[config.mk]
export PLATFORM = sky130hd
export DESIGN_NAME = armCore
export DESIGN_NICKNAME = d
export VERILOG_FILES = /design/src/logic/armCorePkg.sv /design/src/logic/armIsaPkg.sv /design/src/logic/armControl.sv /design/src/logic/pcUnit.sv /design/src/logic/regFile.sv /design/src/logic/executeUnit.sv /design/src/logic/armCore.sv
export SDC_FILE = /design/constraint.sdc
export NUM_CORES = 1
export LEC_CHECK = 0
export BUFFER_PORTS_ARGS = -buffer_cell sky130_fd_sc_hd__buf_4
export CAP_MARGIN = 20
export CORE_AREA = 2 2 264 266
export CTS_BUF_LIST = sky130_fd_sc_hd__clkbuf_4
export CTS_CLUSTER_SIZE = 24
export DETAILED_ROUTE_END_ITERATION = 7
export DIE_AREA = 0 0 266 268
export PLACE_DENSITY = 0.7
export SLEW_MARGIN = 25
export SYNTH_ARGS = -nofsm -noshare
export SYNTH_HDL_FRONTEND = slang
export SYNTH_SLANG_ARGS = --single-unit
[constraint.sdc]
create_clock -name clk -period 19.8 [get_ports clk]
set_input_delay 3.96 -clock clk [delete_from_list [all_inputs] [get_ports clk]]
set_output_delay 3.96 -clock clk [all_outputs]
set_load 0.03 [all_outputs]
[src/logic/armCorePkg.sv]
// Datapath word, register index and flag types, PC step and reset constants
package armCorePkg;

   // 32-bit data and address word
   typedef logic [31:0] wordT;

   // Register index, R0 to R15
   typedef logic [3:0] regAdrT;

   // Status flags packed as {N, Z, C, V}
   typedef logic [3:0] flagsT;

   localparam wordT WORD_BYTES = 32'd4;     // PC step per instruction

   // R15 reads two instructions ahead of the executing one
   localparam wordT PC_READ_AHEAD = 32'd8;

   localparam regAdrT PC_REG = 4'd15;       // Index of R15

   localparam wordT RESET_PC = 32'h0000_0000;

endpackage

[src/logic/armIsaPkg.sv]
// Instruction field positions plus opcode, condition, ALU operation and immediate kind encodings
package armIsaPkg;

   typedef logic [1:0] opT;       // Major opcode, instr[27:26]
   typedef logic [3:0] condT;
   typedef logic [1:0] aluOpT;
   typedef logic [3:0] dpCmdT;    // Data processing command field
   typedef logic [1:0] immKindT;

   localparam opT OP_DP     = 2'b00;
   localparam opT OP_MEM    = 2'b01;
   localparam opT OP_BRANCH = 2'b10;

   // Condition codes in architectural order
   localparam condT COND_EQ = 4'b0000;
   localparam condT COND_NE = 4'b0001;
   localparam condT COND_CS = 4'b0010;
   localparam condT COND_CC = 4'b0011;
   localparam condT COND_MI = 4'b0100;
   localparam condT COND_PL = 4'b0101;
   localparam condT COND_VS = 4'b0110;
   localparam condT COND_VC = 4'b0111;
   localparam condT COND_HI = 4'b1000;
   localparam condT COND_LS = 4'b1001;
   localparam condT COND_GE = 4'b1010;
   localparam condT COND_LT = 4'b1011;
   localparam condT COND_GT = 4'b1100;
   localparam condT COND_LE = 4'b1101;
   localparam condT COND_AL = 4'b1110;

   localparam aluOpT ALU_ADD = 2'b00;
   localparam aluOpT ALU_SUB = 2'b01;   // Low bit selects inverted B plus carry in
   localparam aluOpT ALU_AND = 2'b10;
   localparam aluOpT ALU_ORR = 2'b11;

   localparam dpCmdT CMD_AND = 4'b0000;
   localparam dpCmdT CMD_SUB = 4'b0010;
   localparam dpCmdT CMD_ADD = 4'b0100;
   localparam dpCmdT CMD_ORR = 4'b1100;

   localparam immKindT IMM_DP8      = 2'b00;
   localparam immKindT IMM_MEM12    = 2'b01;
   localparam immKindT IMM_BRANCH24 = 2'b10;

   // Field positions within the instruction word
   localparam int COND_MSB  = 31;
   localparam int COND_LSB  = 28;
   localparam int OP_MSB    = 27;
   localparam int OP_LSB    = 26;
   localparam int I_BIT     = 25;
   localparam int CMD_MSB   = 24;
   localparam int CMD_LSB   = 21;
   localparam int S_BIT     = 20;
   localparam int L_BIT     = 20;   // Same position as S, meaning depends on opcode
   localparam int RN_MSB    = 19;
   localparam int RN_LSB    = 16;
   localparam int RD_MSB    = 15;
   localparam int RD_LSB    = 12;
   localparam int RM_MSB    = 3;
   localparam int RM_LSB    = 0;
   localparam int IMM8_MSB  = 7;
   localparam int IMM12_MSB = 11;
   localparam int IMM24_MSB = 23;

endpackage

[src/logic/armControl.sv]
// Control module: main and ALU decode, flag registers, condition check and write gating
`timescale 1ns/1ps

module armControl (
   input  logic                clk,
   input  logic                reset,
   input  armCorePkg::wordT    instr,
   input  armCorePkg::flagsT   aluFlags,
   output armIsaPkg::immKindT  immKind,
   output logic                aluSrcImm,
   output armIsaPkg::aluOpT    aluOp,
   output logic                memToReg,
   output logic                regSrcPc,
   output logic                regSrcStore,
   output logic                regWrite,
   output logic                memWrite,
   output logic                pcSrcResult
);
   armIsaPkg::opT      op;
   armIsaPkg::condT    cond;
   armIsaPkg::dpCmdT   cmd;
   armCorePkg::regAdrT rd;
   armCorePkg::flagsT  flags;
   logic [1:0]         nzFlags;
   logic [1:0]         cvFlags;
   logic sBit, lBit;
   logic isDp, isBranch, regW, memW, pcReq;
   logic flagWNz, flagWCv;
   logic neg, zero, carry, overflow, ge, condEx;

   assign op   = instr[armIsaPkg::OP_MSB:armIsaPkg::OP_LSB];
   assign cond = instr[armIsaPkg::COND_MSB:armIsaPkg::COND_LSB];
   assign cmd  = instr[armIsaPkg::CMD_MSB:armIsaPkg::CMD_LSB];
   assign rd   = instr[armIsaPkg::RD_MSB:armIsaPkg::RD_LSB];
   assign sBit = instr[armIsaPkg::S_BIT];
   assign lBit = instr[armIsaPkg::L_BIT];

   // Main decode, raw controls before the condition check
   always_comb begin
      immKind     = armIsaPkg::IMM_DP8;
      aluSrcImm   = 1'b0;
      memToReg    = 1'b0;
      regSrcPc    = 1'b0;
      regSrcStore = 1'b0;
      regW        = 1'b0;
      memW        = 1'b0;
      isDp        = 1'b0;
      isBranch    = 1'b0;
      case (op)
         armIsaPkg::OP_DP: begin
            aluSrcImm = instr[armIsaPkg::I_BIT];
            regW      = 1'b1;
            isDp      = 1'b1;
         end
         armIsaPkg::OP_MEM: begin
            immKind     = armIsaPkg::IMM_MEM12;
            aluSrcImm   = 1'b1;
            memToReg    = lBit;
            regW        = lBit;     // LDR
            memW        = ~lBit;    // STR
            regSrcStore = ~lBit;    // Store data comes from Rd
         end
         armIsaPkg::OP_BRANCH: begin
            immKind   = armIsaPkg::IMM_BRANCH24;
            aluSrcImm = 1'b1;
            regSrcPc  = 1'b1;
            isBranch  = 1'b1;
         end
         default: begin
         end
      endcase
   end

   // ALU decode; loads, stores and branches add
   always_comb begin
      aluOp = armIsaPkg::ALU_ADD;
      if (isDp) begin
         case (cmd)
            armIsaPkg::CMD_ADD: aluOp = armIsaPkg::ALU_ADD;
            armIsaPkg::CMD_SUB: aluOp = armIsaPkg::ALU_SUB;
            armIsaPkg::CMD_AND: aluOp = armIsaPkg::ALU_AND;
            armIsaPkg::CMD_ORR: aluOp = armIsaPkg::ALU_ORR;
            default:            aluOp = armIsaPkg::ALU_ADD;
         endcase
      end
   end

   assign pcReq = isBranch | (regW & (rd == armCorePkg::PC_REG));

   // C and V only follow arithmetic
   assign flagWNz = isDp & sBit & condEx;
   assign flagWCv = flagWNz &
                    ((aluOp == armIsaPkg::ALU_ADD) || (aluOp == armIsaPkg::ALU_SUB));

   always_ff @(posedge clk or posedge reset) begin
      if (reset) begin
         nzFlags <= 2'b00;
      end else if (flagWNz) begin
         nzFlags <= aluFlags[3:2];
      end
   end

   always_ff @(posedge clk or posedge reset) begin
      if (reset) begin
         cvFlags <= 2'b00;
      end else if (flagWCv) begin
         cvFlags <= aluFlags[1:0];
      end
   end

   assign flags = {nzFlags, cvFlags};
   assign {neg, zero, carry, overflow} = flags;
   assign ge = (neg == overflow);

   always_comb begin
      case (cond)
         armIsaPkg::COND_EQ: condEx = zero;
         armIsaPkg::COND_NE: condEx = ~zero;
         armIsaPkg::COND_CS: condEx = carry;
         armIsaPkg::COND_CC: condEx = ~carry;
         armIsaPkg::COND_MI: condEx = neg;
         armIsaPkg::COND_PL: condEx = ~neg;
         armIsaPkg::COND_VS: condEx = overflow;
         armIsaPkg::COND_VC: condEx = ~overflow;
         armIsaPkg::COND_HI: condEx = carry & ~zero;
         armIsaPkg::COND_LS: condEx = ~carry | zero;
         armIsaPkg::COND_GE: condEx = ge;
         armIsaPkg::COND_LT: condEx = ~ge;
         armIsaPkg::COND_GT: condEx = ~zero & ge;
         armIsaPkg::COND_LE: condEx = zero | ~ge;
         armIsaPkg::COND_AL: condEx = 1'b1;
         default:            condEx = 1'b0;   // 1111 never executes
      endcase
   end

   assign regWrite    = regW & condEx & ~reset;
   assign memWrite    = memW & condEx & ~reset;
   assign pcSrcResult = pcReq & condEx;

endmodule

[src/logic/pcUnit.sv]
// Program counter register, PC+4 and PC+8 adders and next-PC select
`timescale 1ns/1ps

module pcUnit (
   input  logic             clk,
   input  logic             reset,
   input  logic             pcSrcResult,
   input  armCorePkg::wordT result,
   output armCorePkg::wordT pc,
   output armCorePkg::wordT pcPlus8
);
   armCorePkg::wordT pcPlus4;
   armCorePkg::wordT pcNext;

   assign pcPlus4 = pc + armCorePkg::WORD_BYTES;
   assign pcPlus8 = pc + armCorePkg::PC_READ_AHEAD;   // R15 as seen by the ISA

   // Branch target or R15 write redirects
   assign pcNext = pcSrcResult ? result : pcPlus4;

   always_ff @(posedge clk or posedge reset) begin
      if (reset) begin
         pc <= armCorePkg::RESET_PC;
      end else begin
         pc <= pcNext;
      end
   end

endmodule

[src/logic/regFile.sv]
// Register file with R0 to R14, R15 read as PC+8, two read ports and one write port
`timescale 1ns/1ps

module regFile (
   input  logic             clk,
   input  logic             regWrite,
   input  armCorePkg::wordT instr,
   input  logic             regSrcPc,
   input  logic             regSrcStore,
   input  armCorePkg::wordT pcPlus8,
   input  armCorePkg::wordT result,
   output armCorePkg::wordT srcA,
   output armCorePkg::wordT rdB
);
   armCorePkg::wordT   regs [0:armCorePkg::PC_REG-1];
   armCorePkg::regAdrT readAdrA;
   armCorePkg::regAdrT readAdrB;
   armCorePkg::regAdrT writeAdr;

   // Branches read R15 as the base
   assign readAdrA = regSrcPc ? armCorePkg::PC_REG
                              : instr[armIsaPkg::RN_MSB:armIsaPkg::RN_LSB];
   // STR reads its data from Rd
   assign readAdrB = regSrcStore ? instr[armIsaPkg::RD_MSB:armIsaPkg::RD_LSB]
                                 : instr[armIsaPkg::RM_MSB:armIsaPkg::RM_LSB];
   assign writeAdr = instr[armIsaPkg::RD_MSB:armIsaPkg::RD_LSB];

   // R15 writes go to the PC instead
   always_ff @(posedge clk) begin
      if (regWrite && (writeAdr != armCorePkg::PC_REG)) begin
         regs[writeAdr] <= result;
      end
   end

   assign srcA = (readAdrA == armCorePkg::PC_REG) ? pcPlus8 : regs[readAdrA];
   assign rdB  = (readAdrB == armCorePkg::PC_REG) ? pcPlus8 : regs[readAdrB];

endmodule

[src/logic/executeUnit.sv]
// Immediate extension, operand B select, ALU with flags and result select
`timescale 1ns/1ps

module executeUnit (
   input  armCorePkg::wordT   instr,
   input  armIsaPkg::immKindT immKind,
   input  logic               aluSrcImm,
   input  armIsaPkg::aluOpT   aluOp,
   input  logic               memToReg,
   input  armCorePkg::wordT   srcA,
   input  armCorePkg::wordT   rdB,
   input  armCorePkg::wordT   readData,
   output armCorePkg::wordT   aluResult,
   output armCorePkg::flagsT  aluFlags,
   output armCorePkg::wordT   result
);
   armCorePkg::wordT extImm;
   armCorePkg::wordT srcB;
   armCorePkg::wordT bInv;
   logic [32:0]      sum;
   logic             isSub;
   logic             isArith;
   logic             neg, zero, carry, overflow;

   always_comb begin
      case (immKind)
         armIsaPkg::IMM_DP8:
            extImm = {24'b0, instr[armIsaPkg::IMM8_MSB:0]};
         armIsaPkg::IMM_MEM12:
            extImm = {20'b0, instr[armIsaPkg::IMM12_MSB:0]};
         armIsaPkg::IMM_BRANCH24:   // Word offset, sign extended
            extImm = {{6{instr[armIsaPkg::IMM24_MSB]}}, instr[armIsaPkg::IMM24_MSB:0], 2'b00};
         default:
            extImm = '0;
      endcase
   end

   assign srcB = aluSrcImm ? extImm : rdB;

   // Subtract as A + ~B + 1
   assign isSub   = (aluOp == armIsaPkg::ALU_SUB);
   assign isArith = (aluOp == armIsaPkg::ALU_ADD) || isSub;
   assign bInv    = isSub ? ~srcB : srcB;
   assign sum     = {1'b0, srcA} + {1'b0, bInv} + {32'b0, isSub};

   always_comb begin
      case (aluOp)
         armIsaPkg::ALU_AND: aluResult = srcA & srcB;
         armIsaPkg::ALU_ORR: aluResult = srcA | srcB;
         default:            aluResult = sum[31:0];   // ADD and SUB
      endcase
   end

   assign neg   = aluResult[31];
   assign zero  = (aluResult == '0);
   assign carry = isArith & sum[32];   // Carry out, so C set means no borrow
   // Overflow when operands agree in sign and the sum does not
   assign overflow = isArith & ~(srcA[31] ^ srcB[31] ^ isSub) & (srcA[31] ^ sum[31]);
   assign aluFlags = {neg, zero, carry, overflow};

   assign result = memToReg ? readData : aluResult;

endmodule

[src/logic/armCore.sv]
// Single-cycle core top level connecting control, PC unit, register file and execute unit
`timescale 1ns/1ps

module armCore (
   input  logic             clk,
   input  logic             reset,
   input  armCorePkg::wordT instr,
   input  armCorePkg::wordT readData,
   output armCorePkg::wordT instrAdr,
   output logic             memWrite,
   output armCorePkg::wordT dataAdr,
   output armCorePkg::wordT writeData
);
   armIsaPkg::immKindT immKind;
   armIsaPkg::aluOpT   aluOp;
   armCorePkg::flagsT  aluFlags;
   armCorePkg::wordT   pcPlus8;
   armCorePkg::wordT   srcA;
   armCorePkg::wordT   result;
   logic aluSrcImm, memToReg, regSrcPc, regSrcStore, regWrite, pcSrcResult;

   armControl control (
      .clk         (clk),
      .reset       (reset),
      .instr       (instr),
      .aluFlags    (aluFlags),
      .immKind     (immKind),
      .aluSrcImm   (aluSrcImm),
      .aluOp       (aluOp),
      .memToReg    (memToReg),
      .regSrcPc    (regSrcPc),
      .regSrcStore (regSrcStore),
      .regWrite    (regWrite),
      .memWrite    (memWrite),
      .pcSrcResult (pcSrcResult)
   );

   pcUnit pcGen (
      .clk         (clk),
      .reset       (reset),
      .pcSrcResult (pcSrcResult),
      .result      (result),
      .pc          (instrAdr),
      .pcPlus8     (pcPlus8)
   );

   // Second read port doubles as store data
   regFile regs (
      .clk         (clk),
      .regWrite    (regWrite),
      .instr       (instr),
      .regSrcPc    (regSrcPc),
      .regSrcStore (regSrcStore),
      .pcPlus8     (pcPlus8),
      .result      (result),
      .srcA        (srcA),
      .rdB         (writeData)
   );

   executeUnit execute (
      .instr     (instr),
      .immKind   (immKind),
      .aluSrcImm (aluSrcImm),
      .aluOp     (aluOp),
      .memToReg  (memToReg),
      .srcA      (srcA),
      .rdB       (writeData),
      .readData  (readData),
      .aluResult (dataAdr),   // ALU result addresses data memory
      .aluFlags  (aluFlags),
      .result    (result)
   );

endmodule

==> load_flow_metrics.sql <==
INSERT INTO impl_metrics (metric_group, metric, value, unit) VALUES
('yosys', 'synth.largest_area_cell', 'edfxtp_1', ''),
('yosys', 'synth_seq_area_share', '0.5023', ''),
('timing', 'final_slew_violations', '0', ''),
('die', 'die_y', '268', 'µm'),
('global_route', 'grtUsageTotal', '0.3342', ''),
('final_layout', 'post_route_cells_drive_above_1_share', '0.1953', ''),
('yosys', 'syn-cell-area', '0.03049', 'mm²'),
('yosys', 'most_common_library_cells_after_synthesis', '480 x edfxtp_1, 460 x nand2_1, 188 x nor2_1, 172 x a21oi_1, 165 x mux2i_1', ''),
('yosys', 'synthArstFlopShare', '0.06977', ''),
('yosys', 'post-synth-top-area-fraction', '0.4728', ''),
('route', 'detail_route.vias_per_cell', '6.696', ''),
('power_and_ir_drop', 'leakagePower', '12.60', 'nW'),
('worst_setup_path', 'cp_most_frequent_cell', 'buf_4', ''),
('route', 'route.antenna.remaining_nets', '0', ''),
('worst_setup_path', 'critPathKind', 'primary input to primary output', ''),
('timing', 'timing.fmax', '64.02', 'MHz'),
('timing', 'worst_slew_margin_rel', '0.2786', ''),
('power_and_ir_drop', 'total_power', '0.004235', 'W'),
('final_layout', 'area_overhead_vs_synth', '13.38', '%'),
('timing', 'fin_crit_sh', '0.7889', ''),
('clock_tree', 'tritoncts', 'done', ''),
('clock_tree', 'clock_tree.htree_level_count', '4', ''),
('worst_setup_path', 'crit_chain', 'buf_4, inv_1, ha_1, and3b_2, a21o_4, buf_4, buf_4, mux4_2, a21o_1, a311o_1, and2_1, xnor2_1, fa_1, a21oi_1, o211ai_1, nand3_1, o211ai_1, o21ba_2, a221o_1, a21oi_1, nand2b_1, mux2_2, a21oi_1, buf_4', ''),
('power_and_ir_drop', 'vdd_ir_drop_max', '85.03', 'µV'),
('clock_tree', 'worst_setup_hold_path_clk_slew', '0.06', 'ns'),
('timing', 'finalHoldViolCount', '0', ''),
('die', 'coreArea', '0.06823', 'mm²'),
('route', 'via_total_after_detailed_routing', '27392', ''),
('global_route', 'via_count_of_the_first_global_routing_pass', '25351', ''),
('outcome', 'run_status', 'finished, violations left', ''),
('clock_tree', 'clock-sinks', '516', ''),
('die', 'die_x', '266', 'µm'),
('timing', 'final.setup.tns', '0', 'ns'),
('route', 'detailedRoute.firstIterationViolations', '4132', ''),
('yosys', 'postSynthNetCount', '3055', ''),
('die', 'ios', '163', ''),
('power_and_ir_drop', 'power-per-cell-area', '122.5', 'mW/mm²'),
('global_route', 'maximum_number_of_pins_on_one_net_before_global_route_repair', '105', ''),
('placement', 'dp.final_hpwl', '81120', 'µm'),
('yosys', 'number_of_different_library_cells_in_the_post_synthesis_netlist', '90', ''),
('route', 'route.detailed.drc', '1', ''),
('yosys', 'syn_area_per_cell', '10.35', 'µm²'),
('clock_tree', 'cts-buffers-inserted', '134', ''),
('outcome', 'failing_checks', 'design-rule violations', ''),
('worst_setup_path', 'cp_data_arrival_time', '11.66', 'ns'),
('yosys', 'synth.ff_latch_count', '516', ''),
('global_route', 'grt_antenna_before_repair', '8', ''),
('timing', 'report.final.setup_viol', '0', ''),
('timing', 'unrepaired_setup_endpoints_after_global_routing', 'false', ''),
('placement', 'post-place-ws', '4.359', 'ns'),
('timing', 'setup_ws', '4.180', 'ns'),
('yosys', 'synth.most_common_cell', 'edfxtp_1', ''),
('clock_tree', 'max-clock-path-buffers', '3', ''),
('timing', 'final_period_minus_worst_setup_slack', '15.62', 'ns'),
('worst_setup_path', 'max_stage_delay', '0.70', 'ns'),
('worst_setup_path', 'startpoint_type', 'primary input', ''),
('final_layout', 'number_of_standard_cells_in_the_final_layout_excluding_fillers', '4091', ''),
('yosys', 'ys_top_cells_by_area', 'edfxtp_1 47%, nand2_1 5.7%, mux2i_1 5.4%', ''),
('yosys', 'synth-main-ff-cell', 'edfxtp_1', ''),
('global_route', 'gr_overflow_total', '0', ''),
('clock_tree', 'post_cts_resized', '0', ''),
('placement', 'place_congestion', '1.028', ''),
('placement', 'dp_cells', '3860', ''),
('die', 'floorplan.initialDensity', '0.4469', ''),
('route', '1st_pass_router_iterations', '8', ''),
('yosys', 'synth-edff-count', '480', ''),
('job', 'drv_cap', '0', ''),
('route', 'drt-total-wl', '122600', 'µm'),
('die', 'design.die.area', '0.07129', 'mm²'),
('global_route', 'grt_pass1_wl', '171600', 'µm'),
('die', 'row_count', '96', '');
[state kept, by name, indices dropped and copies added, names as in the netlist]
signal and count:
control.cvFlags 2, control.nzFlags 2, pcGen.pc 32, regs.regs 480
[cell type report]
type	count	area (µm²)
sequential	516	15310
clock buffer	186	1396
fill	6122	33660
inverter	46	172.7
antenna	8	20.02
clock inverter	37	359.1
tap	882	1104
timing repair buffer	249	1886
multi-input combinational	2167	14320
[cell usage in the layout (no fill, tap or decap), types with 30 or more instances in the layout]
master	n
inv_1	44
xor2_1	34
nor3_1	37
nand3_1	97
a211oi_1	50
a21oi_1	168
mux2i_1	162
nor2_1	169
a21o_1	30
ha_1	41
clkbuf_4	186
mux2_2	78
buf_4	247
edfxtp_1	480
o221ai_1	32
o21ai_0	161
nand2_1	460
xnor2_1	77
o22ai_1	52
a31oi_1	61
nor2b_1	37
dfrtp_1	36
[where the power goes]
part	internal [W]	switching, W
Sequential	0.00145	0.0000984
Clock	0.000536	0.000445
Combinational	0.000511	0.00120
Total	0.00250	0.00174
[logic make-up (layout without fill, tap and decap cells)]
group | after synthesis | after routing | share of synthesized area
buffers and inverters | 264 | 518 | 0.03652
flip-flops | 516 | 516 | 0.5023
XOR/XNOR | 111 | 111 | 0.03189
multiplexers | 269 | 269 | 0.1019
other | 0 | 8 | 0
AND/OR/NAND/NOR | 955 | 955 | 0.1388
AO/OA/AOI/OAI | 781 | 781 | 0.1681
adder cells (fa/ha/maj) | 51 | 51 | 0.02044
[critical path, delay by kind of cell]
family | cells | cell delay, ns
mux | 2 | 0.91
buf+inv | 5 | 1.80
fa+ha+maj | 2 | 0.90
compound gates | 10 | 2.94
simple gates | 4 | 0.94
xor+xnor | 1 | 0.16
[worst paths after layout]
check                      depth (start not counted)               start  slack, ns            endpoint
max reg2reg                                       21         pcGen.pc[3]      13.08  control.nzFlags[0]
max in group asynchronous                          3               reset      16.28         pcGen.pc[9]
min                                                2  control.cvFlags[1]       0.55  control.cvFlags[1]
min reg2reg                                        2  control.cvFlags[1]       0.55  control.cvFlags[1]
max                                               24           instr[27]       4.18         dataAdr[30]
min in group asynchronous                          3               reset       3.11        pcGen.pc[27]
[stage by stage]
stage               area, µm²    util
detailed placement      32790  0.4806
CTS                     34550  0.5063
floorplan               30490       -
global route            34560  0.5065
global placement        32770  0.4803
finish                  34570  0.5067
[layer usage]
layer	up-vias	track usage	routed length, µm
met1	13069	0.4199	43760
met4	6	0.1893	7702
met3	466	0.1072	17300
met2	2338	0.5103	53830
li1	11513	-	-
met5	-	0	39
Power figures use the tool's default switching activity.
